**config.mk**
```make
export PLATFORM = sky130hd
export DESIGN_NAME = mac_unit
export DESIGN_NICKNAME = d
export VERILOG_FILES = /design/src/logic/conv_pkg.sv /design/src/logic/mac_unit.sv
export SDC_FILE = /design/constraint.sdc
export NUM_CORES = 1
export LEC_CHECK = 0
export BUFFER_PORTS_ARGS = -buffer_cell sky130_fd_sc_hd__buf_2
export CORE_MARGIN = 1
export CORE_UTILIZATION = 35
export DETAILED_ROUTE_END_ITERATION = 10
export GPL_ROUTABILITY_DRIVEN = 1
export SETUP_SLACK_MARGIN = 0.05
export SLEW_MARGIN = 20
export SYNTH_ARGS = -nofsm -noshare
export SYNTH_HDL_FRONTEND = slang
export SYNTH_SLANG_ARGS = --single-unit
export TNS_END_PERCENT = 30
```
**constraint.sdc**
```tcl
create_clock -name clk -period 0.8 [get_ports clk]
set_input_delay 0.16 -clock clk [delete_from_list [all_inputs] [get_ports clk]]
set_output_delay 0.16 -clock clk [all_outputs]
set_load 0.005 [all_outputs]
```
**src/logic/conv_pkg.sv**
```systemverilog
package conv_pkg;

    // image size is bounded by this, 1024 pixels max
    parameter int ADDR_W = 10;

    typedef logic [ADDR_W-1:0] addr_t;

    typedef logic [7:0] pixel_t;          // greyscale, unsigned
    typedef logic signed [7:0] weight_t;
    typedef logic signed [19:0] result_t; // 9 * 255 * -128 fits

    // slot 0 top left, row-major
    typedef weight_t [8:0] kernel_t;
    typedef pixel_t [8:0] window_t;

    typedef struct packed {
        logic  valid;  // 0 when neighbour is padding
        addr_t addr;
    } tap_t;

    typedef struct packed {
        logic       full;  // new row, fetch all nine
        tap_t [8:0] taps;
    } patch_t;

    typedef struct packed {
        logic [4:0] i;  // row
        logic [4:0] j;  // column
    } pos_t;

endpackage

```
**src/logic/mac_unit.sv**
```systemverilog
`timescale 1ns/1ps

module mac_unit
(
    input  logic              clk,
    input  logic              rst,
    input  conv_pkg::window_t window,
    input  logic              window_valid,
    input  conv_pkg::kernel_t kernel,
    output conv_pkg::result_t result,
    output logic              result_valid
);

    conv_pkg::result_t sum;

    // pixel is zero-extended, weight sign-extended, all at result width
    always_comb
    begin
        sum = '0;
        for (int k = 0; k < 9; k++)
        begin
            sum = sum + conv_pkg::result_t'({1'b0, window[k]})
                      * conv_pkg::result_t'($signed(kernel[k]));
        end
    end

    always_ff @(posedge clk or negedge rst)
    begin
        if (!rst)
            result_valid <= 1'b0;
        else
            result_valid <= window_valid;
    end

    always_ff @(posedge clk)
    begin
        if (window_valid)
            result <= sum;
    end

endmodule

```
## After elaboration in Yosys (flattened, before gate mapping)

Cells that the tools add are included.

- Logic and storage cells: 19
- Register bits after elaboration: 21
- Input bits: 147

- $add $sub $neg: 8
- $mul: 9

Operators by type and width:

| cell | number |
|---|---|
| multiplier 9 x 8 -> 17 bit | 9 |
| adder 20 x 17 -> 20 bit | 5 |
| adder 19 x 17 -> 20 bit | 1 |
| adder 18 x 17 -> 19 bit | 1 |
| adder 17 x 17 -> 18 bit | 1 |

## Logic depth before layout (Yosys ltp)

Gate-level depths: netlist of the first run.

- Word-level depth: 9
- Gate-level depth with buffers: 28
- Gate-level depth less buffers: 28

## Worst setup path after synthesis of the first run

Ideal clock, no wire load.

- Path type: input to register
- Start point: in kernel[63] in the netlist's numbering
- End point: reg result[15] (data pin)
- Setup time: 0.265 ns
- Stages: 21
- Required time: 0.535 ns
- Buffers on the path: 0
- Slack: -6.336 ns
- Data arrival time: 6.871 ns
- Cells stage by stage: clkinv_1 > nor2_1 > fa_1 > fa_1 > fa_1 > inv_1 > fa_1 > fa_1 > inv_1 > fa_1 > fa_1 > fa_1 > fa_1 > fa_1 > ha_1 > a21o_1 > a2111oi_4 > a21oi_2 > a41oi_2 > a21oi_1 > xor2_1

- Word-level cells in the longest chain between the ends: 3

Ends and longest elaborated chain:

| what | RTL line | text |
|---|---|---|
| start, declared | mac_unit.sv:9 | `input conv_pkg::kernel_t kernel,` |
| multiplier 9 x 8 -> 17 bit | mac_unit.sv:23 | `* conv_pkg::result_t'($signed(kernel[k]));` |
| adder 20 x 17 -> 20 bit (2 in series) | mac_unit.sv:22 | `sum = sum + conv_pkg::result_t'({1'b0, window[k]})` |
| via sum[15] | mac_unit.sv:14 | `conv_pkg::result_t sum;` |
| end signal, assigned | mac_unit.sv:38 | `result <= sum;` |
| end, declared | mac_unit.sv:10 | `output conv_pkg::result_t result,` |

The timed path passes the listed nets, and every way through them passes these cells.
A chain may end at the register's enable or synchronous reset.

## Worst setup path in the final report of the first run

- Start point: in kernel[29] in the netlist's numbering
- End point: reg result[17] (data pin)

- Word-level cells in the longest chain between the ends: 7

Ends and longest elaborated chain:

| what | RTL line |
|---|---|
| multiplier 9 x 8 -> 17 bit | mac_unit.sv:23 |
| adder 19 x 17 -> 20 bit | mac_unit.sv:22 |
| adder 20 x 17 -> 20 bit (5 in series) | mac_unit.sv:22 |
| via sum[17] | mac_unit.sv:14 |

The timed path passes the listed nets, and every way through them passes these cells.

==> results of run 1 <==
worst max-delay path by stage:
| stage | depth (start not counted) | to | slack [ns] |
|---|---|---|---|
| after floorplan | 20 | result[15] | -6.14 |
| after global placement | 21 | result[15] | -6.67 |
| after detailed placement | 24 | result[19] | -6.70 |
| after CTS | 24 | result[17] | -6.36 |
| after global routing | 24 | result[19] | -6.55 |
| final | 24 | result[17] | -6.33 |
metrics by stage:
stage / cells / TNS (ns) / hold WS, ns / utilization, %
after floorplan: 2291 / -103.47 / -0.136 / -
after global placement: 3543 / -114.69 / -0.0657 / 42.0
after detailed placement: 3543 / -115.44 / -0.0637 / 42.0
after CTS: 3554 / -111.09 / 0.198 / 42.7
after global routing: 3567 / -113.65 / 0.198 / 43.6
final: 3567 / -110.06 / 0.201 / 43.6
routing by layer:
layer | global-route usage, % | vias to the layer above | part of all wire [%]
met4 | 2.31 | 2 | 1.0
met2 | 36.8 | 218 | 52
li1 | - | 7411 | -
met1 | 26.9 | 8150 | 44
met3 | 0.840 | 31 | 2.3
met5 | 0 | - | 0.021
layout make-up:
class                           instances  share of cell area [%]
Timing Repair Buffer                  436                    11.6
Antenna cell                            1                 0.00923
Inverter                              730                    10.1
Clock buffer                            3                   0.277
Multi-Input combinational cell       1538                    71.8
Sequential cell                        21                    2.31
Tap cell                              837                    3.86
Clock inverter                          1                  0.0185
timing repair:
item                       4_1_cts  5_1_grt
setup buffers                    7       12
hold buffers                     1        0
resized for setup               85      163
hold endpoints to repair         1        0
setup endpoints to repair       41       41
pin swaps                       61       83
worst max-delay path: stages:
cell       delay, ns
buf_6           0.09
buf_6           0.11
and2_4          0.14
fa_1            0.54
inv_1           0.06
fa_2            0.57
fa_1            0.45
inv_1           0.09
fa_1            0.45
fa_1            0.60
fa_2            0.46
fa_1            0.53
inv_2           0.05
fa_2            0.42
fa_2            0.58
inv_2           0.04
fa_2            0.43
ha_4            0.17
a21o_1          0.22
a2111oi_4       0.36
a21oi_2         0.13
a41oi_2         0.24
a22oi_1         0.12
xnor2_1         0.14
state kept, by name (all words and copies together), names as in the netlist:
register	cells
result_valid	1
result	20
cell usage in the layout, fill, tap and decap left out, types with 2 or more instances in the layout:
master,instances
o21ai_4,2
nor2b_1,18
a31oi_1,2
edfxtp_1,20
ha_4,16
nor2_2,2
xor2_1,3
clkinv_2,2
buf_2,144
clkbuf_16,3
buf_4,245
a21oi_2,7
clkbuf_4,3
nand2_1,160
fa_2,45
o21a_1,3
nand2_2,15
xnor2_1,20
a21oi_1,4
fa_1,523
inv_2,42
and2_4,28
nor2_1,47
xnor2_2,2
nand2b_1,18
nand4_1,2
xor2_2,3
a21o_1,6
and2_1,305
buf_12,6
ha_1,278
buf_8,2
nand2_4,4
clkinv_1,2
nand3_1,2
buf_6,35
inv_1,684
a31oi_4,2
cells by family after synthesis:
group                      after synthesis
buffers and inverters                  732
AOI/OAI and AO/OA                       38
DFF                                     21
adders and majority gates              862
xor gates and xnor gates                28
and+or+nand+nor                        610
==> summary.txt, run 1 <==
Worst EP required: 0.80 ns
Maxcap violations: 0
Area share of the largest cell type after synthesis: 51.3%
Top-level I/O count: 168
Worst-path clk slew: 0.06 ns
# nets final: 3739
Cells after Synth: 2291
Final Critical Period: 7.13 ns
Status: finished with violations
Setup Crit Path Kind: in2reg
Type of origin of the critical path: primary input
Clock root cell: clkbuf_16
Avg WL per Cell: 17.4 um
Critical Path Fanout Max: 3
CP Launch Point: kernel[29]
Max Slew Vio Count: 0
Synthesis-stage register bit count: 21
Site Rows: 91
Main flop type after synthesis: edfxtp_1
CTS Buffer Depth: 2
Footprint of the multi-input gates: 19500 um^2
Post-detail-place hpwl: 58700 um
Synth Area in Compound Gates: 1.25%
Mapped Area: 22200 um^2
Main combinational cell family by area after synthesis: adder cells
Vias per cell: 4.43
RSZ-0062 raised after global routing: yes
Sink Count: 21
Starting Density: 35.7%
FMAX: 0.140 GHz
Number of global-route vias before repair: 18.2k
Yosys top cell by area: fa_1
Wirelength, routed: 62200 um
Routed vias: 15.8k
Port bufs: 167
Crit share post-route: 891%
Area post-placement: 26100 um^2
Post-synthesis mux area share: 0%
EDFF count, synth: 20
FFs w/ async S/R, synth: 4.76%
Layout cell share with drive strength beyond 1: 22.8%
DRT iter0 DRCs: 559
Failing checks: setup timing
Synthesis-to-layout area growth: 22.2%
Most frequent cell after synthesis: inv_1
GRT overflow: 0
Min setup slack post-route: -6.33 ns
Most frequent cells after synthesis: inv_1, fa_1, and2_1
Post-DRT Antenna Nets: 0
Syn nets: 3300
DRC viols: 0
CTS buffer count: 3
H-tree Lvls: 1
DP Worst Slack: -6.70 ns
Worst-Margin Slew: 0.318 ns
Critical path arrival: 7.14 ns
Final setup violating endpoints: 41
Synth area leaders: fa_1, ha_1, inv_1, and2_1, nand2_1
Adder-cell share of the synthesized area: 67.8%
Largest net degree at the start of global routing: 22
Register area share after synthesis: 2.82%
Synth warn: 0
Die Width: 254 um
CTS tree: done
Sequential cell area: 626 um^2
Die height: 254 um
DRT Pass-1 Iters: 4
Worst setup EP type: flop
XOR/XNOR share of the synthesized area: 1.11%
Layout fillers: 6172
Simple-gate share of the synthesized area: 14.6%
Core area: 62200 um^2
Final GP Congestion: 0.935
First-pass GRT wire length: 99300 um
Die area: 64400 um^2
Finished Cell Area: 27100 um^2
Min-delay worst type: in2async
Total GRT Usage: 20.1%
Synthesized area per cell: 9.68 um^2
Worst slew margin: 78.8%
Distinct cell type count after synthesis: 37
Antenna violations before repair: 2
Hold Fails Final Rpt: 0
Power of run 1 is not shown: default switching activity piles up to over one toggle a cycle in this logic, so the estimate is an artifact.
==> inputs of run 2 (changes only) <==
BUFFER_PORTS_ARGS = -buffer_cell sky130_fd_sc_hd__clkbuf_2   (was -buffer_cell sky130_fd_sc_hd__buf_2)
CTS_CLUSTER_SIZE = 40   (was not set)
SETUP_SLACK_MARGIN = not set   (was 0.05)
==> run 2 against run 1 <==
  * The run still ends with setup timing left
  * Utilization shrank 0.32 points
  * First-iteration DRC count shrank 3.0%
  * Hold slack gained 0.014 ns
  * Via count shrank 0.47%
  * Sequential cell count is the same
  * Critical path depth is the same
  * Largest cell class unchanged
==> summary.txt, run 2 (same netlist as run 1, synthesis figures left out) <==
CTS Buffer Depth: 2 (unchanged)
DRC viols: 0 (unchanged)
Worst EP required: 0.79 ns (about the same)
Die area: 64400 um^2 (unchanged)
Final GP Congestion: 0.937 (+0.24%)
First-pass GRT wire length: 97300 um (-2.0%)
CP Launch Point: window[58]
Worst-path clk slew: 0.05 ns (about the same)
Setup Crit Path Kind: in2reg
# nets final: 3729 (-0.27%)
H-tree Lvls: 1 (unchanged)
Worst setup EP type: flop
Top-level I/O count: 168 (unchanged)
Crit share post-route: 888% (-3.7 points)
Post-Route M1 WL: 27200 um (-1.8%)
Total GRT Usage: 19.8% (-0.27 points)
Maxcap violations: 0 (unchanged)
WL met3: 1520 um (+6.3%)
Hold Fails Final Rpt: 0 (unchanged)
DRT iter0 DRCs: 542 (-3.0%)
Die height: 254 um (unchanged)
Port bufs: 167 (unchanged)
CTS buffer count: 3 (unchanged)
Antenna violations before repair: 0 (-2)
Leading cell types in the layout, fill and taps excluded: inv_1, fa_1, and2_1, ha_1, buf_4
GRT overflow: 0 (unchanged)
Critical Path Fanout Max: 5 (+2)
Setup TNS: -109.64 ns (+0.429 ns)
WL met2: 31800 um (-2.0%)
Core area: 62200 um^2 (unchanged)
Worst slew margin: 79.3% (+0.55 points)
DR top layer: met4
Failing checks: setup timing
Min setup slack post-route: -6.30 ns (+0.0299 ns)
Starting Density: 35.7% (unchanged)
Vias per cell: 4.43 (-0.16%)
Critical path arrival: 7.10 ns (-0.04 ns)
Layout cell share with drive strength beyond 1: 21.4% (-1.4 points)
Antenna cells: 0 (-1)
CTS tree: done
RSZ-0062 raised after global routing: yes
Max reg flops: 20 (unchanged)
Synthesis-to-layout area growth: 21.3%
Avg WL per Cell: 17.3 um (-0.95%)
Max Slew Vio Count: 0 (unchanged)
Largest net degree at the start of global routing: 22 (unchanged)
Slowest stage delay, CP: 0.63 ns (+0.03 ns)
Type of origin of the critical path: primary input
Sink Count: 21 (unchanged)
Clock root cell: clkbuf_16
Slowest-stage cell, CP: fa_2
Worst-path cell chain: buf_2, nand2b_4, fa_1, fa_1, inv_1, fa_1, fa_1, inv_2, fa_2, inv_1, fa_2, fa_2, fa_2, fa_1, inv_1, fa_1, inv_2, ha_4, o21a_1, nor2_1, a21oi_2, a41oi_2, o31ai_2, xnor2_1
Wirelength, routed: 61500 um (-1.3%)
Worst-Margin Slew: 0.310 ns (-0.00827 ns)
Cell mode on critical path: fa_1
Largest regs: result (20), result_valid (1)
Die Width: 254 um (unchanged)
Final setup violating endpoints: 41 (unchanged)
Status: finished with violations
Commonest non-fill, non-tap cell in the layout: inv_1
Min-delay worst type: in2async
Post-DRT Antenna Nets: 0 (unchanged)
Final Critical Period: 7.10 ns (-0.0299 ns)
Post-detail-place hpwl: 58300 um (-0.74%)
Routed vias: 15.7k (-0.47%)
Crit path to: result[19]
FMAX: 0.141 GHz (+0.42%)
Top reg by flops: result
Site Rows: 91 (unchanged)
Final hold slack: 0.214 ns (+0.0135 ns)
DRT Pass-1 Iters: 5 (+1)
Number of global-route vias before repair: 18.1k (-0.41%)
-- run 2: cell types whose count changed in the layout (fill, tap and decap cells not counted), moves of 4 or more --
cell,previous run,this run
nand2_1,160,172
nand2_2,15,6
inv_2,42,33
buf_2,144,9
inv_1,684,693
buf_4,245,241
clkbuf_8,0,4
clkbuf_2,0,128
-- run 2: timing repair --
item | CTS | global route
buffers inserted | 4 | 6
endpoints found under the setup margin | 41 | 41
hold buffers | 1 | 0
endpoints found under the hold margin | 1 | 0
resized for setup | 77 | 169
pin swaps | 68 | 71
-- run 2: worst min-delay path by stage --
| stage | end | slack (ns) | cells after the start |
|---|---|---|---|
| global route | result_valid | 0.22 | 2 |
| finish | result_valid | 0.21 | 2 |
| floorplan | result_valid | -0.14 | 0 |
| detailed placement | result_valid | -0.06 | 1 |
| global placement | result_valid | -0.06 | 1 |
| CTS | result_valid | 0.21 | 2 |
-- run 2: cell type report --
| cell class | count | area (um^2) |
|---|---|---|
| clock buffer | 4 | 78.8 |
| fill | 6202 | 35300 |
| inverter | 730 | 2750 |
| multi-input combinational | 1538 | 19300 |
| sequential | 21 | 626 |
| tap | 837 | 1050 |
| timing repair buffer | 426 | 3070 |
-- run 2: through the flow --
step	std cells	instance area, um^2	util (%)	setup slack (ns)
final	3556	26900	43.3	-6.30
after CTS	3552	26500	42.6	-6.37
after floorplan	2291	22300	-	-6.14
after global routing	3556	26900	43.3	-6.51
after detailed placement	3543	26100	42.0	-6.77
after global placement	3543	26100	42.0	-6.73
-- run 2: critical path, delay by kind of cell --
kind                       cells  cell delay, ns
adders and majority gates     11            5.48
AOI/OAI and AO/OA              4            0.73
buffers and inverters          6            0.42
and+or+nand+nor                2            0.19
xor gates and xnor gates       1            0.11
-- run 2: layer usage --
metal | vias to the layer above | track usage (%)
met5 | - | 0
met4 | 0 | 3.10
met3 | 32 | 1.18
met2 | 218 | 36.4
met1 | 8096 | 26.0
li1 | 7392 | -
Power of run 2 is left out for the same reason.
