File: config.mk
export PLATFORM = sky130hd
export DESIGN_NAME = conv_ctrl
export DESIGN_NICKNAME = d
export VERILOG_FILES = /design/src/logic/conv_pkg.sv /design/src/logic/conv_ctrl.sv
export SDC_FILE = /design/constraint.sdc
export NUM_CORES = 1
export LEC_CHECK = 0
export BUFFER_PORTS_ARGS = -buffer_cell sky130_fd_sc_hd__buf_2
export CAP_MARGIN = 20
export CORE_MARGIN = 1
export CORE_UTILIZATION = 43
export DETAILED_ROUTE_END_ITERATION = 7
export PLACE_DENSITY = 0.65
export SLEW_MARGIN = 10
export SYNTH_ARGS = -nofsm -noshare
export SYNTH_HDL_FRONTEND = slang
export SYNTH_SLANG_ARGS = --single-unit
File: constraint.sdc
create_clock -name clk -period 2.4 [get_ports clk]
set_clock_uncertainty 0.15 [all_clocks]
set_input_delay 0.36 -clock clk [delete_from_list [all_inputs] [get_ports clk]]
set_output_delay 0.36 -clock clk [all_outputs]
set_load 0.03 [all_outputs]
File: src/logic/conv_pkg.sv
package conv_pkg;

    // image size is bounded by this, 1024 pixels max
    parameter int ADDR_W = 10;

    typedef logic [ADDR_W-1:0] addr_t;

    typedef logic [7:0] pixel_t;          // greyscale, unsigned
    typedef logic signed [7:0] weight_t;
    typedef logic signed [19:0] result_t; // 9 * 255 * -128 fits

    // slot 0 top left, row-major
    typedef weight_t [8:0] kernel_t;
    typedef pixel_t [8:0] window_t;

    typedef struct packed {
        logic  valid;  // 0 when neighbour is padding
        addr_t addr;
    } tap_t;

    typedef struct packed {
        logic       full;  // new row, fetch all nine
        tap_t [8:0] taps;
    } patch_t;

    typedef struct packed {
        logic [4:0] i;  // row
        logic [4:0] j;  // column
    } pos_t;

endpackage

File: src/logic/conv_ctrl.sv
`timescale 1ns/1ps

module conv_ctrl
#(
    parameter int H = 28,
    parameter int W = 28
)
(
    input  logic            clk,
    input  logic            rst,
    input  logic            start,
    input  logic            window_valid,
    input  logic            result_valid,
    output conv_pkg::pos_t  pos,
    output logic            pos_valid,
    output logic            restart,
    output logic            res_we,
    output conv_pkg::addr_t res_waddr,
    output logic            busy,
    output logic            done
);

    localparam logic [4:0] LAST_I = 5'(H - 1);
    localparam logic [4:0] LAST_J = 5'(W - 1);
    localparam conv_pkg::addr_t LAST_IDX = conv_pkg::addr_t'(H * W - 1);

    conv_pkg::addr_t wr_idx;
    logic at_end;

    assign at_end = (pos.i == LAST_I) && (pos.j == LAST_J);
    assign res_we = result_valid;
    assign res_waddr = wr_idx;

    always_ff @(posedge clk or negedge rst)
    begin
        if (!rst)
        begin
            pos <= '0;
            pos_valid <= 1'b0;
            restart <= 1'b0;
            busy <= 1'b0;
            done <= 1'b0;
            wr_idx <= '0;
        end
        else
        begin
            restart <= start;
            // first position follows restart, the rest follow each window
            pos_valid <= restart || (window_valid && !at_end);
            if (start)
            begin
                busy <= 1'b1;
                done <= 1'b0;
                pos <= '0;
                wr_idx <= '0;
            end
            else
            begin
                if (window_valid && !at_end)
                begin
                    if (pos.j == LAST_J)
                    begin
                        pos.j <= '0;
                        pos.i <= pos.i + 5'd1;
                    end
                    else
                        pos.j <= pos.j + 5'd1;
                end
                if (result_valid)
                begin
                    wr_idx <= wr_idx + 1'b1;
                    if (wr_idx == LAST_IDX)
                    begin
                        busy <= 1'b0;
                        done <= 1'b1;
                    end
                end
            end
        end
    end

endmodule

# Word-level counts from Yosys, hierarchy flattened
# Cells that the tools add are included.
# word_totals
regBits,24
input_bits,5
out_inout_bits,25
word_cells,35
# op_classes
add_sub_neg,3
eq_ne,3
mux,12
n_reduce_logical,10
# ops
op,n
$mux W10,4
$add A10 B1 Y10 const B,1
$add A5 B1 Y5 const B,2
$eq A10 B10 Y1 const B,1
$eq A5 B5 Y1 const B,2
$mux W5,2
$reduce_bool A2 Y1,4
$mux W1,6
$reduce_and A2 Y1,2
$logic_and A1 B1 Y1,2
$logic_not A1 Y1,1
$logic_or A1 B1 Y1,1

# Depth between registers and ports, before layout
# Gate-level depths: netlist of the first run.
# depth
ltp_word,6
depth_mapped,4
ltp_nobuf,4

# Least setup slack after synthesis of the first run
# No wires, ideal clock.
# synth_path
path_type,register to register
startpoint,register pos[0] in the netlist's numbering
endpoint,register pos[5] in the netlist's numbering
setup_time_ns,0.125
arrival_ns,1.523
t_required_ns,2.125
path_slack_ns,0.603
path_stages_with_launch,5
n_path_buf,0
synth_period_minus_slack_ns,1.797
cell_sequence,dfrtp_1 > ha_1 > and3_1 > and3_1 > mux2_2
# synth_via
elab_chain_cells,6
elab_cells_between_ends,7
cone_classes,1 x eq/ne; 6 x reduce/logical
# synth_lines
item,line,rtl
start: declaration,conv_ctrl.sv:14,"output conv_pkg::pos_t pos,"
$eq A5 B5 Y1 *,"conv_ctrl.sv:30, conv_ctrl.sv:61",
$logic_and A1 B1 Y1,conv_ctrl.sv:30,assign at_end = (pos.i == LAST_I) && (pos.j == LAST_J);
$logic_not A1 Y1,conv_ctrl.sv:59,if (window_valid && !at_end)
$logic_and A1 B1 Y1,conv_ctrl.sv:59,
$reduce_bool A2 Y1 (no source line),-,
$reduce_and A2 Y1 (no source line) *,-,
# Every way passes the cells marked *; elsewhere a longest branch is shown, timed or not.
# A chain may end at the register's enable or synchronous reset.

# Worst setup path in the final report of the first run
# Same ends and word-level chain as after synthesis.

==> results of run 1 <==
[cells by family after synthesis]
kind of cell	count (synthesis)	synth area share, %
and+or+nand+nor	48	23.5
AOI/OAI and AO/OA	25	14.1
DFF	24	49.0
buffers and inverters	9	3.06
muxes	6	5.20
xor gates and xnor gates	3	2.14
adders and majority gates	3	3.06
[sequential cells by signal, summed over array words and instances, names as in the netlist]
signal	count
restart	1
done	1
pos	10
pos_valid	1
busy	1
res_waddr	10
[report_power, final]
| part | internal (uW) | leakage [uW] | switching [uW] |
|---|---|---|---|
| sequential | 412 | 0.000321 | 10.7 |
| clock | 58.6 | 0.0000138 | 114 |
| combinational | 21.5 | 0.000347 | 50.2 |
| total | 492 | 0.000682 | 175 |
[layout by cell type (no fill, tap or decap), drive strengths merged, types with 3 or more instances in the layout]
cell and instances:
nand4b 3, and3 3, nor2b 4, dfrtp 24, o21ai 3, clkbuf 3, mux2i 3, nand3 3
ha 3, mux2 3, nand4 4, nor2 8, o31ai 4, or4 4, inv 6, a21oi 8
nand2 11, buf 29
[stage by stage]
stage          hold slack [ns]  setup WS (ns)  power [uW]  std cells  util [%]
4_1_cts                  0.253          0.686         683        179      52.2
5_1_grt                  0.258          0.561         710        179      52.2
3_3_place_gp             0.228          0.754         500        175      51.0
6_report                 0.261          0.675         668        179      52.2
3_5_place_dp             0.230          0.700         503        175      51.0
2_1_floorplan          -0.0856          0.603         473        118         -
[worst max path at each step]
| stage | to |
|---|---|
| after global placement | pos[5] |
| after global routing | pos[5] |
| final | pos[5] |
| after floorplan | pos[5] |
| after CTS | pos[5] |
| after detailed placement | pos[5] |
[area by class of cell]
| class | instances | area, sq um |
|---|---|---|
| Fill cell | 270 | 1310 |
| Multi-Input combinational cell | 85 | 588 |
| Inverter | 6 | 22.5 |
| Tap cell | 31 | 38.8 |
| Sequential cell | 24 | 601 |
| Timing Repair Buffer | 30 | 155 |
| Clock buffer | 3 | 22.5 |
[worst max-delay path, delay by kind of cell (launching register included)]
kind                       cells  cell delay (ns)
and+or+nand+nor                2             0.47
DFF                            1             0.46
muxes                          1             0.34
adders and majority gates      1             0.21
[Yosys cell counts, types with 2 or more instances]
master	count	share of area, %
dfrtp_1	24	49
nand2_1	11	3.4
a21oi_1	8	3.3
nor2_1	8	2.4
inv_1	6	1.8
nor2b_1	4	2.0
o31ai_1	4	2.4
or4_1	4	2.4
and3_1	3	1.5
ha_1	3	3.1
mux2_2	3	2.8
mux2i_1	3	2.4
nand3_1	3	1.2
nand4_1	3	1.5
nand4b_1	3	2.1
o21ai_0	3	1.2
a311oi_1	2	1.4
a32o_1	2	1.6
nor3b_1	2	1.2
xor2_1	2	1.4
[layer usage]
metal	vias to the layer above	track usage (%)	share of wire, %
met1	494	23.6	44
met5	-	0	0
li1	505	-	-
met2	24	29.4	52
met3	2	2.34	3.8
met4	0	8.21	0.69
[what timing repair did]
item                                    4_1_cts  5_1_grt
hold buffers                                  1        0
setup buffers                                 0        0
endpoints found under the hold margin        24        0
endpoints found under the setup margin        0        0
==> flow_summary_export.csv, run 1 <==
group,metric,value,unit
worst_hold_path,holdPathStages,1,
clocking,cts_inserted_buffers,3,
sta,period_share,71.9,%
grt,grt_pass1_wl,4.34,mm
clocking,worstSkewPairLatency,0.30,ns
run_status,outcome,"completed",
drt,via_count,1025,
worst_setup_path,reg2regPathDepth,4,
synthesis,synth_area,0.00123,sq mm
sta,setup_viol,0,
worst_setup_path,cp_max_fo,6,
sta,finalHoldViolCount,0,
worst_setup_path,rr_startpoint,"pos[0]",
worst_setup_path,startpoint,"pos[0]",
worst_setup_path,crit_chain,"ha_1 -> and3_1 -> and3_1 -> mux2_2",
clocking,cts_max_level,1,
sta,relSlewSlack,63.7,%
synthesis,syn_area_per_cell,10.4,sq um
sta,rsz0062_at_grt,"false",
worst_setup_path,r2r-end,"pos[5]",
power_and_ir_drop,p_leak,0.000682,uW
synthesis,synth_edf_count,0,
synthesis,yosysWarnings,0,
worst_setup_path,end_kind,"register",
synthesis,async_flop_share,100,%
place,gp_congestion,0.796,
place,hpwl,1.75,mm
die,start_util,44.9,%
grt,grt_overflow_total,0,
worst_setup_path,crit_slowest_cell,"dfrtp_1",
worst_setup_path,cpMostUsedCell,"and3_1",
synthesis,syn_inst,118,
drt,dr.pass1.iters,4,
die,die_w,55.4,um
worst_setup_path,start_kind,"register",
place,io_buffers,29,
worst_setup_path,max_stage_delay,0.46,ns
grt,antenna_found_initial,0,
flow_run,drv_cap,0,
clocking,cts_root_buffer,"clkbuf_4",
drt,first_iter_violations,26,
clocking,cts_resized,0,
drt,drc,0,
clocking,cts_tree,"yes",
synthesis,synth_flop_cell,"dfrtp_1",
finish,area_growth,16.4,%
drt,wl,2.45,mm
worst_setup_path,cp.required,2.46,ns
sta,period_minus_slack,1.72,ns
clocking,clock-sinks,24,
finish,fin_nets,158,
drt,via_per_inst,5.73,
die,rows,19,
worst_hold_path,hold-path-endpoint,"restart",
synthesis,ys_ff_latch,24,
place,place_area,0.00140,sq mm
worst_hold_path,worstHoldStart,"start",
grt,first_global_vias,977,
worst_setup_path,criticalPathCategory,"reg -> reg",
clocking,cts_buffer_depth,2,
power_and_ir_drop,power_density,468,mW/mm^2
grt,grtUsageTotal,17.9,%
finish,antenna_cells,0,
die,core_area,0.00273,sq mm
finish,drive_above_1_share,27.0,%
grt,grt_max_degree,27,
clocking,clk_pin_slew_worst_paths,0.13,ns
die,ios,30,
synthesis,yosysUniqueCellTypes,37,
sta,timing.fmax,580,MHz
synthesis,synth_nets,126,
sta,slew_viol_final,0,
worst_setup_path,cp.arrival,1.78,ns
synthesis,ys_seq_area_share,49.0,%
drt,ant_nets,0,
die,die_h,55.4,um
sta,setup_tns,0,ns
power_and_ir_drop,ir_worst_vdd,0.000316,V
drt,wire_per_inst,13.7,um
die,die_area,0.00307,sq mm
worst_setup_path,r2r_slack,0.68,ns
worst_hold_path,hp-class,"in -> reg",
sta,worst-slew-pin-transition,0.545,ns
finish,finalInstanceArea,0.00143,sq mm
Power figures use the tool's default switching activity.
==> inputs of run 2 (changes only) <==
--- a/config.mk
+++ b/config.mk
@@ -10,7 +10,7 @@
 export CORE_MARGIN = 1
 export CORE_UTILIZATION = 43
 export DETAILED_ROUTE_END_ITERATION = 7
-export PLACE_DENSITY = 0.65
+export PLACE_DENSITY = 0.67
 export SLEW_MARGIN = 10
 export SYNTH_ARGS = -nofsm -noshare
 export SYNTH_HDL_FRONTEND = slang
==> constraint.sdc (replaced) <==
create_clock -name clk -period 1.4 [get_ports clk]
set_clock_uncertainty 0.15 [all_clocks]
set_input_delay 0.21 -clock clk [delete_from_list [all_inputs] [get_ports clk]]
set_output_delay 0.21 -clock clk [all_outputs]
set_load 0.03 [all_outputs]
==> flow_summary_export.csv, run 2 (synthesis results as in run 1) <==
group,metric,value,unit
sta,whs,0.122,ns
sta,rsz0062_at_grt,"true",
worst_setup_path,criticalPathCategory,"reg -> reg",
worst_setup_path,r2r_slack,-0.16,ns
worst_setup_path,cp.arrival,1.64,ns
clocking,clk_pin_slew_worst_paths,0.14,ns
finish,utilization,73.7,%
worst_setup_path,r2r-end,"pos[3]",
place,place_inst,200,
finish,antenna_cells,0,
clocking,worstSkewPairLatency,0.31,ns
power_and_ir_drop,ir_worst_vdd,0.000621,V
worst_hold_path,holdPathStages,4,
clocking,cts_max_level,1,
worst_setup_path,start_kind,"register",
die,rows,19,
die,die_w,55.4,um
die,die_h,55.4,um
drt,first_iter_violations,27,
sta,setup_tns,-1.30,ns
sta,timing.fmax,640,MHz
finish,area_growth,64.3,%
worst_hold_path,worstHoldStart,"window_valid",
sta,period_minus_slack,1.56,ns
die,die_area,0.00307,sq mm
worst_setup_path,reg2regPathDepth,4,
run_status,violations,"setup timing",
place,io_buffers,29,
sta,worst-slew-pin-transition,0.556,ns
finish,drive_above_1_share,61.4,%
die,start_util,44.9,%
grt,grtUsageTotal,21.3,%
clocking,clock-sinks,24,
worst_setup_path,end_kind,"register",
drt,wire_per_inst,15.2,um
drt,wl,3.26,mm
drt,ant_nets,0,
worst_setup_path,rr_startpoint,"pos[2]",
sta,relSlewSlack,63.0,%
sta,fin_ws,-0.162,ns
finish,final_cell_mix,"buf_6 (22), buf_4 (22), buf_2 (18)",
drt,via_count,1211,
sta,setup_viol,19,
worst_setup_path,cp.required,1.48,ns
sta,period_share,112,%
clocking,cts_buffer_depth,2,
worst_setup_path,cp_max_fo,6,
sta,finalHoldViolCount,0,
grt,first_global_vias,1229,
power_and_ir_drop,p_leak,0.000875,uW
grt,grt_max_degree,25,
worst_hold_path,hp-class,"in -> reg",
place,dp_slack,-0.115,ns
grt,antenna_found_initial,0,
drt,via_per_inst,5.63,
drt,drc,0,
die,core_area,0.00273,sq mm
clocking,cts_inserted_buffers,3,
finish,n_fill_cell,188,
run_status,outcome,"finished, violations left",
power_and_ir_drop,power_density,711,mW/mm^2
worst_hold_path,hold-path-endpoint,"pos[2]",
clocking,cts_root_buffer,"clkbuf_4",
sta,slew_viol_final,0,
flow_run,drv_cap,0,
drt,dr.pass1.iters,4,
clocking,cts_tree,"yes",
finish,fin_nets,193,
grt,grt_overflow_total,0,
die,ios,30,
place,gp_congestion,0.776,
finish,stdcell_count,215,
place,hpwl,2.13,mm
grt,grt_pass1_wl,5.36,mm
-- run 2: metrics by stage --
stage / instance area (sq um) / total power [uW]
after floorplan: 1310 / 822
final: 2010 / 1430
after CTS: 1890 / 1430
after global placement: 1680 / 900
after global routing: 2010 / 1480
after detailed placement: 1680 / 905
-- run 2: layout make-up --
type	instances	area (sq um)	area share, %
Multi-Input combinational cell	85	738	36.6
Inverter	6	22.5	1.12
Timing Repair Buffer	65	543	27.0
Clock buffer	3	22.5	1.12
Tap cell	31	38.8	1.93
Sequential cell	24	619	30.7
Clock inverter	1	30.0	1.49
-- run 2: worst max-delay path, stage by stage (launching register included) --
cell	delay, ns
dfrtp_2	0.47
nand4b_1	0.24
buf_4	0.18
o21a_4	0.22
a211oi_2	0.21
-- run 2: layer usage --
metal | wire (um) | share of wire [%] | GRT usage [%]
met3 | 140 | 4.3 | 2.81
met2 | 1660 | 51 | 35.5
met4 | 61 | 1.9 | 7.50
met5 | 0 | 0 | 0
met1 | 1400 | 43 | 28.5
-- run 2: what timing repair did --
item,4_1_cts,5_1_grt
buffers inserted,2,9
gates resized for setup,37,17
setup endpoints to repair,27,30
pin swaps,9,10
hold buffers,2,0
hold endpoints to repair,25,0
-- run 2: worst max path at each step --
stage / start / endpoint / slack, ns / cells after the start
after floorplan: pos[6] / pos[5] / -0.22 / 4
after global placement: pos[6] / pos[0] / -0.08 / 5
after detailed placement: pos[6] / pos[3] / -0.12 / 5
after CTS: pos[2] / pos[3] / -0.10 / 4
after global routing: pos[0] / pos[3] / -0.21 / 5
final: pos[2] / pos[3] / -0.16 / 4
-- run 2: power breakdown --
group          internal [uW]  switching [uW]  total, uW
registers                709            13.8        723
logic                   95.8             113        209
clock network            289             212        501
total                   1090             339       1430
