--- config.mk ---
export PLATFORM = sky130hd
export DESIGN_NAME = wb_conv_regs
export DESIGN_NICKNAME = d
export VERILOG_FILES = /design/src/logic/conv_pkg.sv /design/src/logic/wb_conv_regs.sv
export SDC_FILE = /design/constraint.sdc
export NUM_CORES = 1
export LEC_CHECK = 0
export BUFFER_PORTS_ARGS = -buffer_cell sky130_fd_sc_hd__buf_4
export CORE_UTILIZATION = 40
export DETAILED_ROUTE_END_ITERATION = 8
export PLACE_DENSITY_LB_ADDON = 0.08
export SLEW_MARGIN = 20
export SYNTH_ARGS = -nofsm -noshare
export SYNTH_HDL_FRONTEND = slang
export SYNTH_SLANG_ARGS = --single-unit
export TNS_END_PERCENT = 1
--- constraint.sdc ---
create_clock -name clk -period 2.6 [get_ports clk]
set_input_delay 0.26 -clock clk [delete_from_list [all_inputs] [get_ports clk]]
set_output_delay 0.26 -clock clk [all_outputs]
set_load 0.03 [all_outputs]
--- src/logic/conv_pkg.sv ---
package conv_pkg;

    // image size is bounded by this, 1024 pixels max
    parameter int ADDR_W = 10;

    typedef logic [ADDR_W-1:0] addr_t;

    typedef logic [7:0] pixel_t;          // greyscale, unsigned
    typedef logic signed [7:0] weight_t;
    typedef logic signed [19:0] result_t; // 9 * 255 * -128 fits

    // slot 0 top left, row-major
    typedef weight_t [8:0] kernel_t;
    typedef pixel_t [8:0] window_t;

    typedef struct packed {
        logic  valid;  // 0 when neighbour is padding
        addr_t addr;
    } tap_t;

    typedef struct packed {
        logic       full;  // new row, fetch all nine
        tap_t [8:0] taps;
    } patch_t;

    typedef struct packed {
        logic [4:0] i;  // row
        logic [4:0] j;  // column
    } pos_t;

endpackage

--- src/logic/wb_conv_regs.sv ---
`timescale 1ns/1ps

module wb_conv_regs
(
    input  logic              clk,
    input  logic              rst,
    input  logic              cyc,
    input  logic              stb,
    input  logic              we,
    input  logic [11:0]       adr,
    input  logic [31:0]       dat_i,
    input  conv_pkg::result_t res_rdata,
    input  logic              busy,
    input  logic              done,
    output logic [31:0]       dat_o,
    output logic              ack,
    output logic              img_we,
    output conv_pkg::addr_t   img_waddr,
    output conv_pkg::pixel_t  img_wdata,
    output conv_pkg::addr_t   res_raddr,
    output conv_pkg::kernel_t kernel,
    output logic              start
);

    localparam logic [1:0] SEL_IMG = 2'd0;
    localparam logic [1:0] SEL_RES = 2'd1;
    localparam logic [1:0] SEL_KER = 2'd2;
    localparam logic [1:0] SEL_CSR = 2'd3;

    logic req;
    logic wr;
    logic [3:0] slot;
    logic slot_ok;

    assign req = cyc && stb && !ack;  // new access, ack follows next cycle
    assign wr = req && we;
    assign slot = adr[3:0];
    assign slot_ok = (slot < 4'd9);

    // image writes are dropped while a run is busy
    assign img_we = wr && (adr[11:10] == SEL_IMG) && !busy;
    assign img_waddr = adr[conv_pkg::ADDR_W-1:0];
    assign img_wdata = dat_i[7:0];
    assign res_raddr = adr[conv_pkg::ADDR_W-1:0];  // adr held through ack
    assign start = wr && (adr[11:10] == SEL_CSR) && !adr[0] && dat_i[0] && !busy;

    always_ff @(posedge clk or negedge rst)
    begin
        if (!rst)
        begin
            ack <= 1'b0;
            kernel <= '0;
        end
        else
        begin
            ack <= req;
            if (wr && (adr[11:10] == SEL_KER) && slot_ok)
                kernel[slot] <= conv_pkg::weight_t'(dat_i[7:0]);
        end
    end

    // result RAM data is valid in the ack cycle
    always_comb
    begin
        dat_o = '0;
        case (adr[11:10])
            SEL_RES: dat_o = {{12{res_rdata[19]}}, res_rdata};
            SEL_KER:
            begin
                if (slot_ok)
                    dat_o = {{24{kernel[slot][7]}}, kernel[slot]};
            end
            SEL_CSR:
            begin
                if (adr[0])
                    dat_o = {30'd0, done, busy};
            end
            default: dat_o = '0;  // image RAM is write only
        endcase
    end

endmodule

Word-level counts from Yosys, hierarchy flattened --
Cells that the tools add are included.
Word-level totals: output and inout bits 135, latch bits 0, logic and storage cells 40, memories kept 0, RAM bits 0, bits in registers 73, bits in read-only memories 0, bits of input ports 71
Operators by class: add/subtract/negate cells 0, div/mod/pow operators 0, shift-type cells 0, order comparisons 3, reductions and logical operators 16, eq/ne operators 3, muxes and demuxes 8, $mul 0, bitwise logic cells 0
Operator list (number):
- $pmux W32 S3 | 1
- $bwmux W72 | 1
- $bmux W8 S4 | 1
- $demux W8 S4 | 1
- $mux W32 | 1
- $mux W8 | 2
- $logic_and A1 B1 Y1 | 12
- $lt A4 B5 Y1 const B | 1
- $eq A2 B2 Y1 const B | 2
- $ge A4 B1 Y1 const B | 1
- $lt A4 B4 Y1 const B | 1
- $logic_not A1 Y1 | 3
- $eq A2 B1 Y1 const B | 1
- $logic_not A2 Y1 | 1
- $mux W2 | 1

Logic depth before layout (Yosys ltp) --
Gate-level depths: netlist (run 1).
depth after elaboration 7, depth in mapped cells 7

Worst setup path after synthesis (run 1) --
No wires, ideal clock.
path kind reg2out, start register kernel[63] in the netlist's numbering, end output dat_o[20], data arrival time 2.167 ns, setup slack 0.173 ns, stages on the path, launching flop included 7, cell sequence dfrtp_1 -> mux4_2 -> nor2b_1 -> o31ai_4 -> buf_6 -> nand2_1 -> buf_4
Between the ends: word-level cells in the longest chain between the ends 4
RTL lines:
- start, declared | line wb_conv_regs.sv:21 | output conv_pkg::kernel_t kernel,
- start signal, assigned by index | line wb_conv_regs.sv:58 | kernel[slot] <= conv_pkg::weight_t'(dat_i[7:0]);
- $bmux W8 S4 | line wb_conv_regs.sv:71 | dat_o = {{24{kernel[slot][7]}}, kernel[slot]};
- $mux W8 (implied by the code) | line wb_conv_regs.sv:71
- $mux W32 | line wb_conv_regs.sv:70 | if (slot_ok)
- $pmux W32 S3 | line wb_conv_regs.sv:66 | case (adr[11:10])
- end, declared | line wb_conv_regs.sv:15 | output logic [31:0] dat_o,
No other way between the ends. The select of a mux whose other input is x is not followed.

Worst setup path after layout (run 1) --
start register kernel[55] in the netlist's numbering, end output dat_o[14]
Same word-level chain as after synthesis.

==> results of run 1 <==
registers in the layout, summed over array words and instances, names as in the netlist:
signal and count:
kernel 72, ack 1
area by class of cell:
class	count	area, um^2	area share, %
sequential	73	1830	34.4
multi-input combinational	171	1770	33.3
timing repair buffer	182	1370	25.7
tap	133	166	3.13
clock buffer	12	145	2.73
inverter	5	18.8	0.354
clock inverter	3	17.5	0.330
path summary, 6_finish.rpt:
check	start	end	slack, ps	cells after the start
setup / recovery	kernel[55]	dat_o[14]	100	6
hold reg to reg	kernel[32]	kernel[32]	530	1
hold / removal	rst	kernel[6]	60	1
min in group clk	dat_i[7]	kernel[23]	220	2
setup reg to reg	ack	kernel[61]	470	5
max in group asynchronous	rst	kernel[8]	1930	1
layer usage:
layer / global-route usage [%] / up-vias / wire length [um] / share of wire, %
met5: 0 / - / 0 / 0
met1: 29.0 / 1473 / 4770 / 42
met4: 7.25 / 0 / 167 / 1.5
met2: 38.3 / 113 / 5760 / 51
met3: 4.51 / 17 / 663 / 5.8
li1: - / 1338 / - / -
per-stage QoR:
step | hold slack (ps) | std cells | util [%] | worst slack [ps]
after floorplan | -35.6 | 302 | - | 173
after global placement | 467 | 563 | 52.8 | 194
after detailed placement | 468 | 563 | 52.8 | 122
after CTS | 92.7 | 579 | 54.5 | 0.383
after global routing | 133 | 579 | 54.6 | 5.07
final | 59.0 | 579 | 54.6 | 103
critical path, delay by kind of cell, from the launching register on:
| family | cells | cell delay, ps |
|---|---|---|
| simple gates | 2 | 260 |
| flops | 1 | 410 |
| mux | 1 | 470 |
| buf+inv | 2 | 410 |
| compound gates | 1 | 350 |
cell usage after synthesis, types with 2 or more instances:
cell / count / area (um^2)
dfrtp_1: 73 / 1830
mux2_2: 71 / 800
buf_4: 43 / 323
nand2_1: 26 / 97.6
mux4_2: 15 / 338
a22oi_1: 14 / 105
nand2b_1: 6 / 37.5
nor4_4: 6 / 128
inv_1: 5 / 18.8
nor2_1: 5 / 18.8
a21oi_1: 4 / 20.0
buf_2: 4 / 20.0
clkbuf_1: 3 / 11.3
buf_6: 2 / 22.5
mux2i_1: 2 / 20.0
nand3_1: 2 / 10.0
nor2b_1: 2 / 12.5
nor3_1: 2 / 10.0
nor3_4: 2 / 32.5
o21ai_0: 2 / 10.0
logic make-up (layout without fill, tap and decap cells):
| family | Yosys count | after routing | synth area share [%] |
|---|---|---|---|
| AND/OR/NAND/NOR | 59 | 59 | 10.4 |
| buffers and inverters | 58 | 202 | 10.0 |
| AO/OA/AOI/OAI | 23 | 23 | 4.55 |
| flip-flops | 73 | 73 | 45.8 |
| multiplexers | 89 | 89 | 29.3 |
power breakdown:
part	internal, mW	total (mW)	switching [mW]
Combinational	0.219	0.546	0.327
Clock	0.365	0.780	0.415
Sequential	1.18	1.22	0.0372
Total	1.77	2.54	0.779
repair_timing:
item,in CTS,in global routing
hold buffers,0,0
setup buffers,1,0
endpoints found under the setup margin,13,13
resized for setup,0,1
pin swaps,1,0
==> flow_summary.json, run 1 <==
{
  "path_clk_slew_ps": 80,
  "setup_viol": 0,
  "start_util_pct": 41.0,
  "worstPathRequired_ps": 2340,
  "final_nets": 513,
  "fmax_mhz": 400,
  "layout_commonest_cell": "buf_4",
  "cts.path.max_buffers": 2,
  "grt_max_degree": 74,
  "p_leak_nw": 2.77,
  "clkSinkCount": 73,
  "ant_nets": 0,
  "ys_warn_count": 0,
  "relSlewSlack_pct": 36.7,
  "crit_top_cell": "buf_4",
  "hold_viol_final": 0,
  "areaGrowthSynthToFinish_pct": 33.0,
  "antenna_found_initial": 0,
  "cts_root_buffer": "clkbuf_8",
  "syn_inst": 302,
  "die_y_um": 102,
  "min_period_over_period_pct": 96.0,
  "ir_worst_vdd_mv": 0.286,
  "fillers": 870,
  "die_w_um": 102,
  "portBuffers": 163,
  "synth_ff_type": "dfrtp_1",
  "crit_path_cell_trace": "mux4_2, nor2b_1, o31ai_4, buf_4, nand2_1, buf_4",
  "diodes": 0,
  "drc": 0,
  "cts_tree": "done",
  "postLayoutCellArea_mm2": 0.00531,
  "async_flop_share_pct": 100,
  "tightest_slew_ps": 949,
  "setup_tns_ps": 0,
  "ctsHtreeMaxLevel": 3,
  "crit_type": "reg2out",
  "synth.distinct_cells": 33,
  "gr-usage-all-layers_pct": 22.5,
  "grt_setup_unrepaired": "false",
  "core_mm2": 0.00973,
  "dp_hpwl_um": 8210,
  "drive_gt1_share_pct": 66.4,
  "ys_ff_latch": 73,
  "avgViaCountPerCell": 5.08,
  "wl_per_cell_um": 19.6,
  "grt_pass1_wl_um": 16800,
  "syn_area_per_cell_um2": 13.2,
  "start_kind": "flip-flop",
  "drtIter0Drc": 69,
  "pin_count": 206,
  "overflow": 0,
  "crit_slowest_cell": "mux4_2",
  "critPathArrivalTime_ps": 2240,
  "worst_hold_path_type": "in2async",
  "numCtsBuffers": 9,
  "p_total_mw": 2.54,
  "routabilityCongestion": 0.762,
  "final.min_clock_period_ps": 2500,
  "clk_latency_ps": 340,
  "yosysSeqAreaShare_pct": 45.8,
  "power_density_mw_per_mm2": 479,
  "drt_wl_total_um": 11400,
  "maxCapViolations": 0,
  "final_cell_mix": "182 x buf_4, 73 x dfrtp_1, 71 x mux2_2, 25 x nand2_1, 15 x mux4_2",
  "max_stage_delay_ps": 470,
  "vias": 2941,
  "outcome": "complete, no violations",
  "firstDrtPassIters": 4,
  "rows": 36,
  "skew_ps": 11.4,
  "synth_edf_count": 0,
  "dieArea_mm2": 0.0104,
  "end_kind": "output port",
  "syn_area_mm2": 0.00399,
  "synth_nets": 373,
  "grt_pass1_vias": 2877,
  "drv_slew": 0,
  "placed_cell_area_mm2": 0.00514,
  "crit_fanout": 10
}
No activity file was read; power rests on OpenSTA's default activity.
==> inputs of run 2 (changes only) <==
- CORE_ASPECT_RATIO: unset -> 0.9
- CORE_UTILIZATION: 40 -> 45
==> flow_summary.json, run 2 (synthesis gave the netlist of run 1 again) <==
{
  "clockPowerShare_pct": 35.9,
  "cts.path.max_buffers": 2,
  "ir_worst_vdd_mv": 0.336,
  "drv_slew": 0,
  "regMostFlops": "kernel",
  "grt_pass1_wl_um": 17000,
  "end_kind": "output port",
  "comb_power_share_pct": 19.9,
  "portBuffers": 163,
  "reg2reg_from": "ack",
  "p_seq_share_pct": 44.2,
  "tightest_slew_ps": 929,
  "areaGrowthSynthToFinish_pct": 35.3,
  "dieArea_mm2": 0.00925,
  "setup_tns_ps": 0,
  "gr-usage-all-layers_pct": 25.1,
  "path_clk_slew_ps": 80,
  "relSlewSlack_pct": 38.1,
  "fin_cells": 573,
  "ff2ff_path_depth": 6,
  "setup_viol": 0,
  "cts_tree": "done",
  "die_w_um": 101,
  "crit_path_cell_trace": "mux4_2, nor2b_1, o31ai_4, buf_4, a21oi_1, buf_4",
  "final.min_clock_period_ps": 2430,
  "min_period_over_period_pct": 93.3,
  "overflow": 0,
  "clkSinkCount": 73,
  "layout_commonest_cell": "buf_4",
  "core_mm2": 0.00857,
  "p_leak_nw": 2.83,
  "routabilityCongestion": 0.771,
  "final_nets": 520,
  "power_switching_share_pct": 29.6,
  "final_cell_mix": "189 x buf_4, 73 x dfrtp_1, 71 x mux2_2, 25 x nand2_1, 15 x mux4_2",
  "rows": 32,
  "critPathArrivalTime_ps": 2170,
  "maxCapViolations": 0,
  "postLayoutCellArea_mm2": 0.00540,
  "cts_root_buffer": "clkbuf_8",
  "avgViaCountPerCell": 5.24,
  "drt_wl_total_um": 11100,
  "antenna_found_initial": 0,
  "start_util_pct": 46.6,
  "max_stage_delay_ps": 480,
  "drc": 0,
  "largestRegisters": "kernel x72, ack x1",
  "numCtsBuffers": 9,
  "wl_per_cell_um": 19.4,
  "ant_nets": 0,
  "r2r_slack_ps": 550,
  "crit_fanout": 5,
  "worst_hold_path_type": "in2async",
  "grt_max_degree": 74,
  "crit_top_cell": "buf_4",
  "drtIter0Drc": 100,
  "p_int_mw": 1.94,
  "worstPathRequired_ps": 2340,
  "skew_ps": 5.62,
  "outcome": "complete, no violations",
  "vias": 3000,
  "fmax_mhz": 412,
  "diodes": 0,
  "power_density_mw_per_mm2": 511,
  "start_kind": "flip-flop",
  "dpl.cell_count": 554,
  "crit_type": "reg2out",
  "placed_cell_area_mm2": 0.00516,
  "switchingPower_mw": 0.816,
  "dp_hpwl_um": 8220,
  "drive_gt1_share_pct": 67.4,
  "die_y_um": 91.3,
  "clk_latency_ps": 350,
  "pin_count": 206,
  "firstDrtPassIters": 4,
  "hold_viol_final": 0,
  "crit_slowest_cell": "mux4_2",
  "largest_reg_flops": 72,
  "ctsHtreeMaxLevel": 3,
  "grt_setup_unrepaired": "false",
  "r2r_end": "kernel[30]",
  "grt_pass1_vias": 2991
}
==> run 2: changes by cell type in the layout (fill, tap and decap cells not counted), sizes merged <==
cell      delta
buf          +7
bufinv       +2
clkbuf       -3
clkinvlp     +1
inv          +1
==> run 2: worst max path at each step <==
stage,from,endpoint,cells after the start
floorplan,kernel[63],dat_o[20],6
CTS,kernel[63],dat_o[13],6
global placement,adr[0],dat_o[19],6
global route,kernel[63],dat_o[19],5
detailed placement,adr[0],dat_o[19],6
finish,kernel[63],dat_o[18],6
==> run 2: area by class of cell <==
type / count / area [um^2]
fill: 730 / 3170
sequential: 73 / 1830
multi-input combinational: 171 / 1770
timing repair buffer: 189 / 1420
tap: 119 / 149
clock buffer: 9 / 124
clock inverter: 7 / 93.8
inverter: 5 / 18.8
==> run 2: timing repair <==
action,4_1_cts,5_1_grt
buffers inserted,3,0
gates resized for setup,1,0
hold buffers,0,0
setup endpoints to repair,13,0
==> run 2: worst max-delay path, delay by kind of cell, from the launching register on <==
| family | cells | cell delay, ps |
|---|---|---|
| multiplexers | 1 | 480 |
| AO/OA/AOI/OAI | 2 | 400 |
| flip-flops | 1 | 390 |
| buffers and inverters | 2 | 380 |
| AND/OR/NAND/NOR | 1 | 170 |
==> run 2: through the flow <==
| stage | hold WS [ps] | worst slack, ps | power [mW] | util (%) |
|---|---|---|---|---|
| global route | 113 | 58.2 | 2.86 | 63.0 |
| finish | 41.5 | 174 | 2.76 | 63.0 |
| detailed placement | 460 | 189 | 1.80 | 60.2 |
| global placement | 460 | 239 | 1.79 | 60.2 |
| CTS | 86.3 | 154 | 2.79 | 63.0 |
| floorplan | -35.6 | 173 | 1.60 | - |
==> run 2: layer usage <==
metal / wire [um] / global-route usage [%] / share of wire (%) / vias up
met3: 531 / 4.08 / 4.8 / 11
met1: 4880 / 33.6 / 44 / 1529
li1: - / - / - / 1356
met5: 0 / 0 / 0 / -
met4: 114 / 7.73 / 1.0 / 0
met2: 5620 / 41.8 / 50 / 104
==> run 2: power groups by stage <==
stage	logic (mW)	registers, mW	clock network, mW
6_report	0.550	1.22	0.990
5_1_grt	0.582	1.23	1.06
4_1_cts	0.556	1.22	1.01
3_5_place_dp	0.555	1.24	0
3_3_place_gp	0.550	1.24	0
2_1_floorplan	0.276	1.33	0
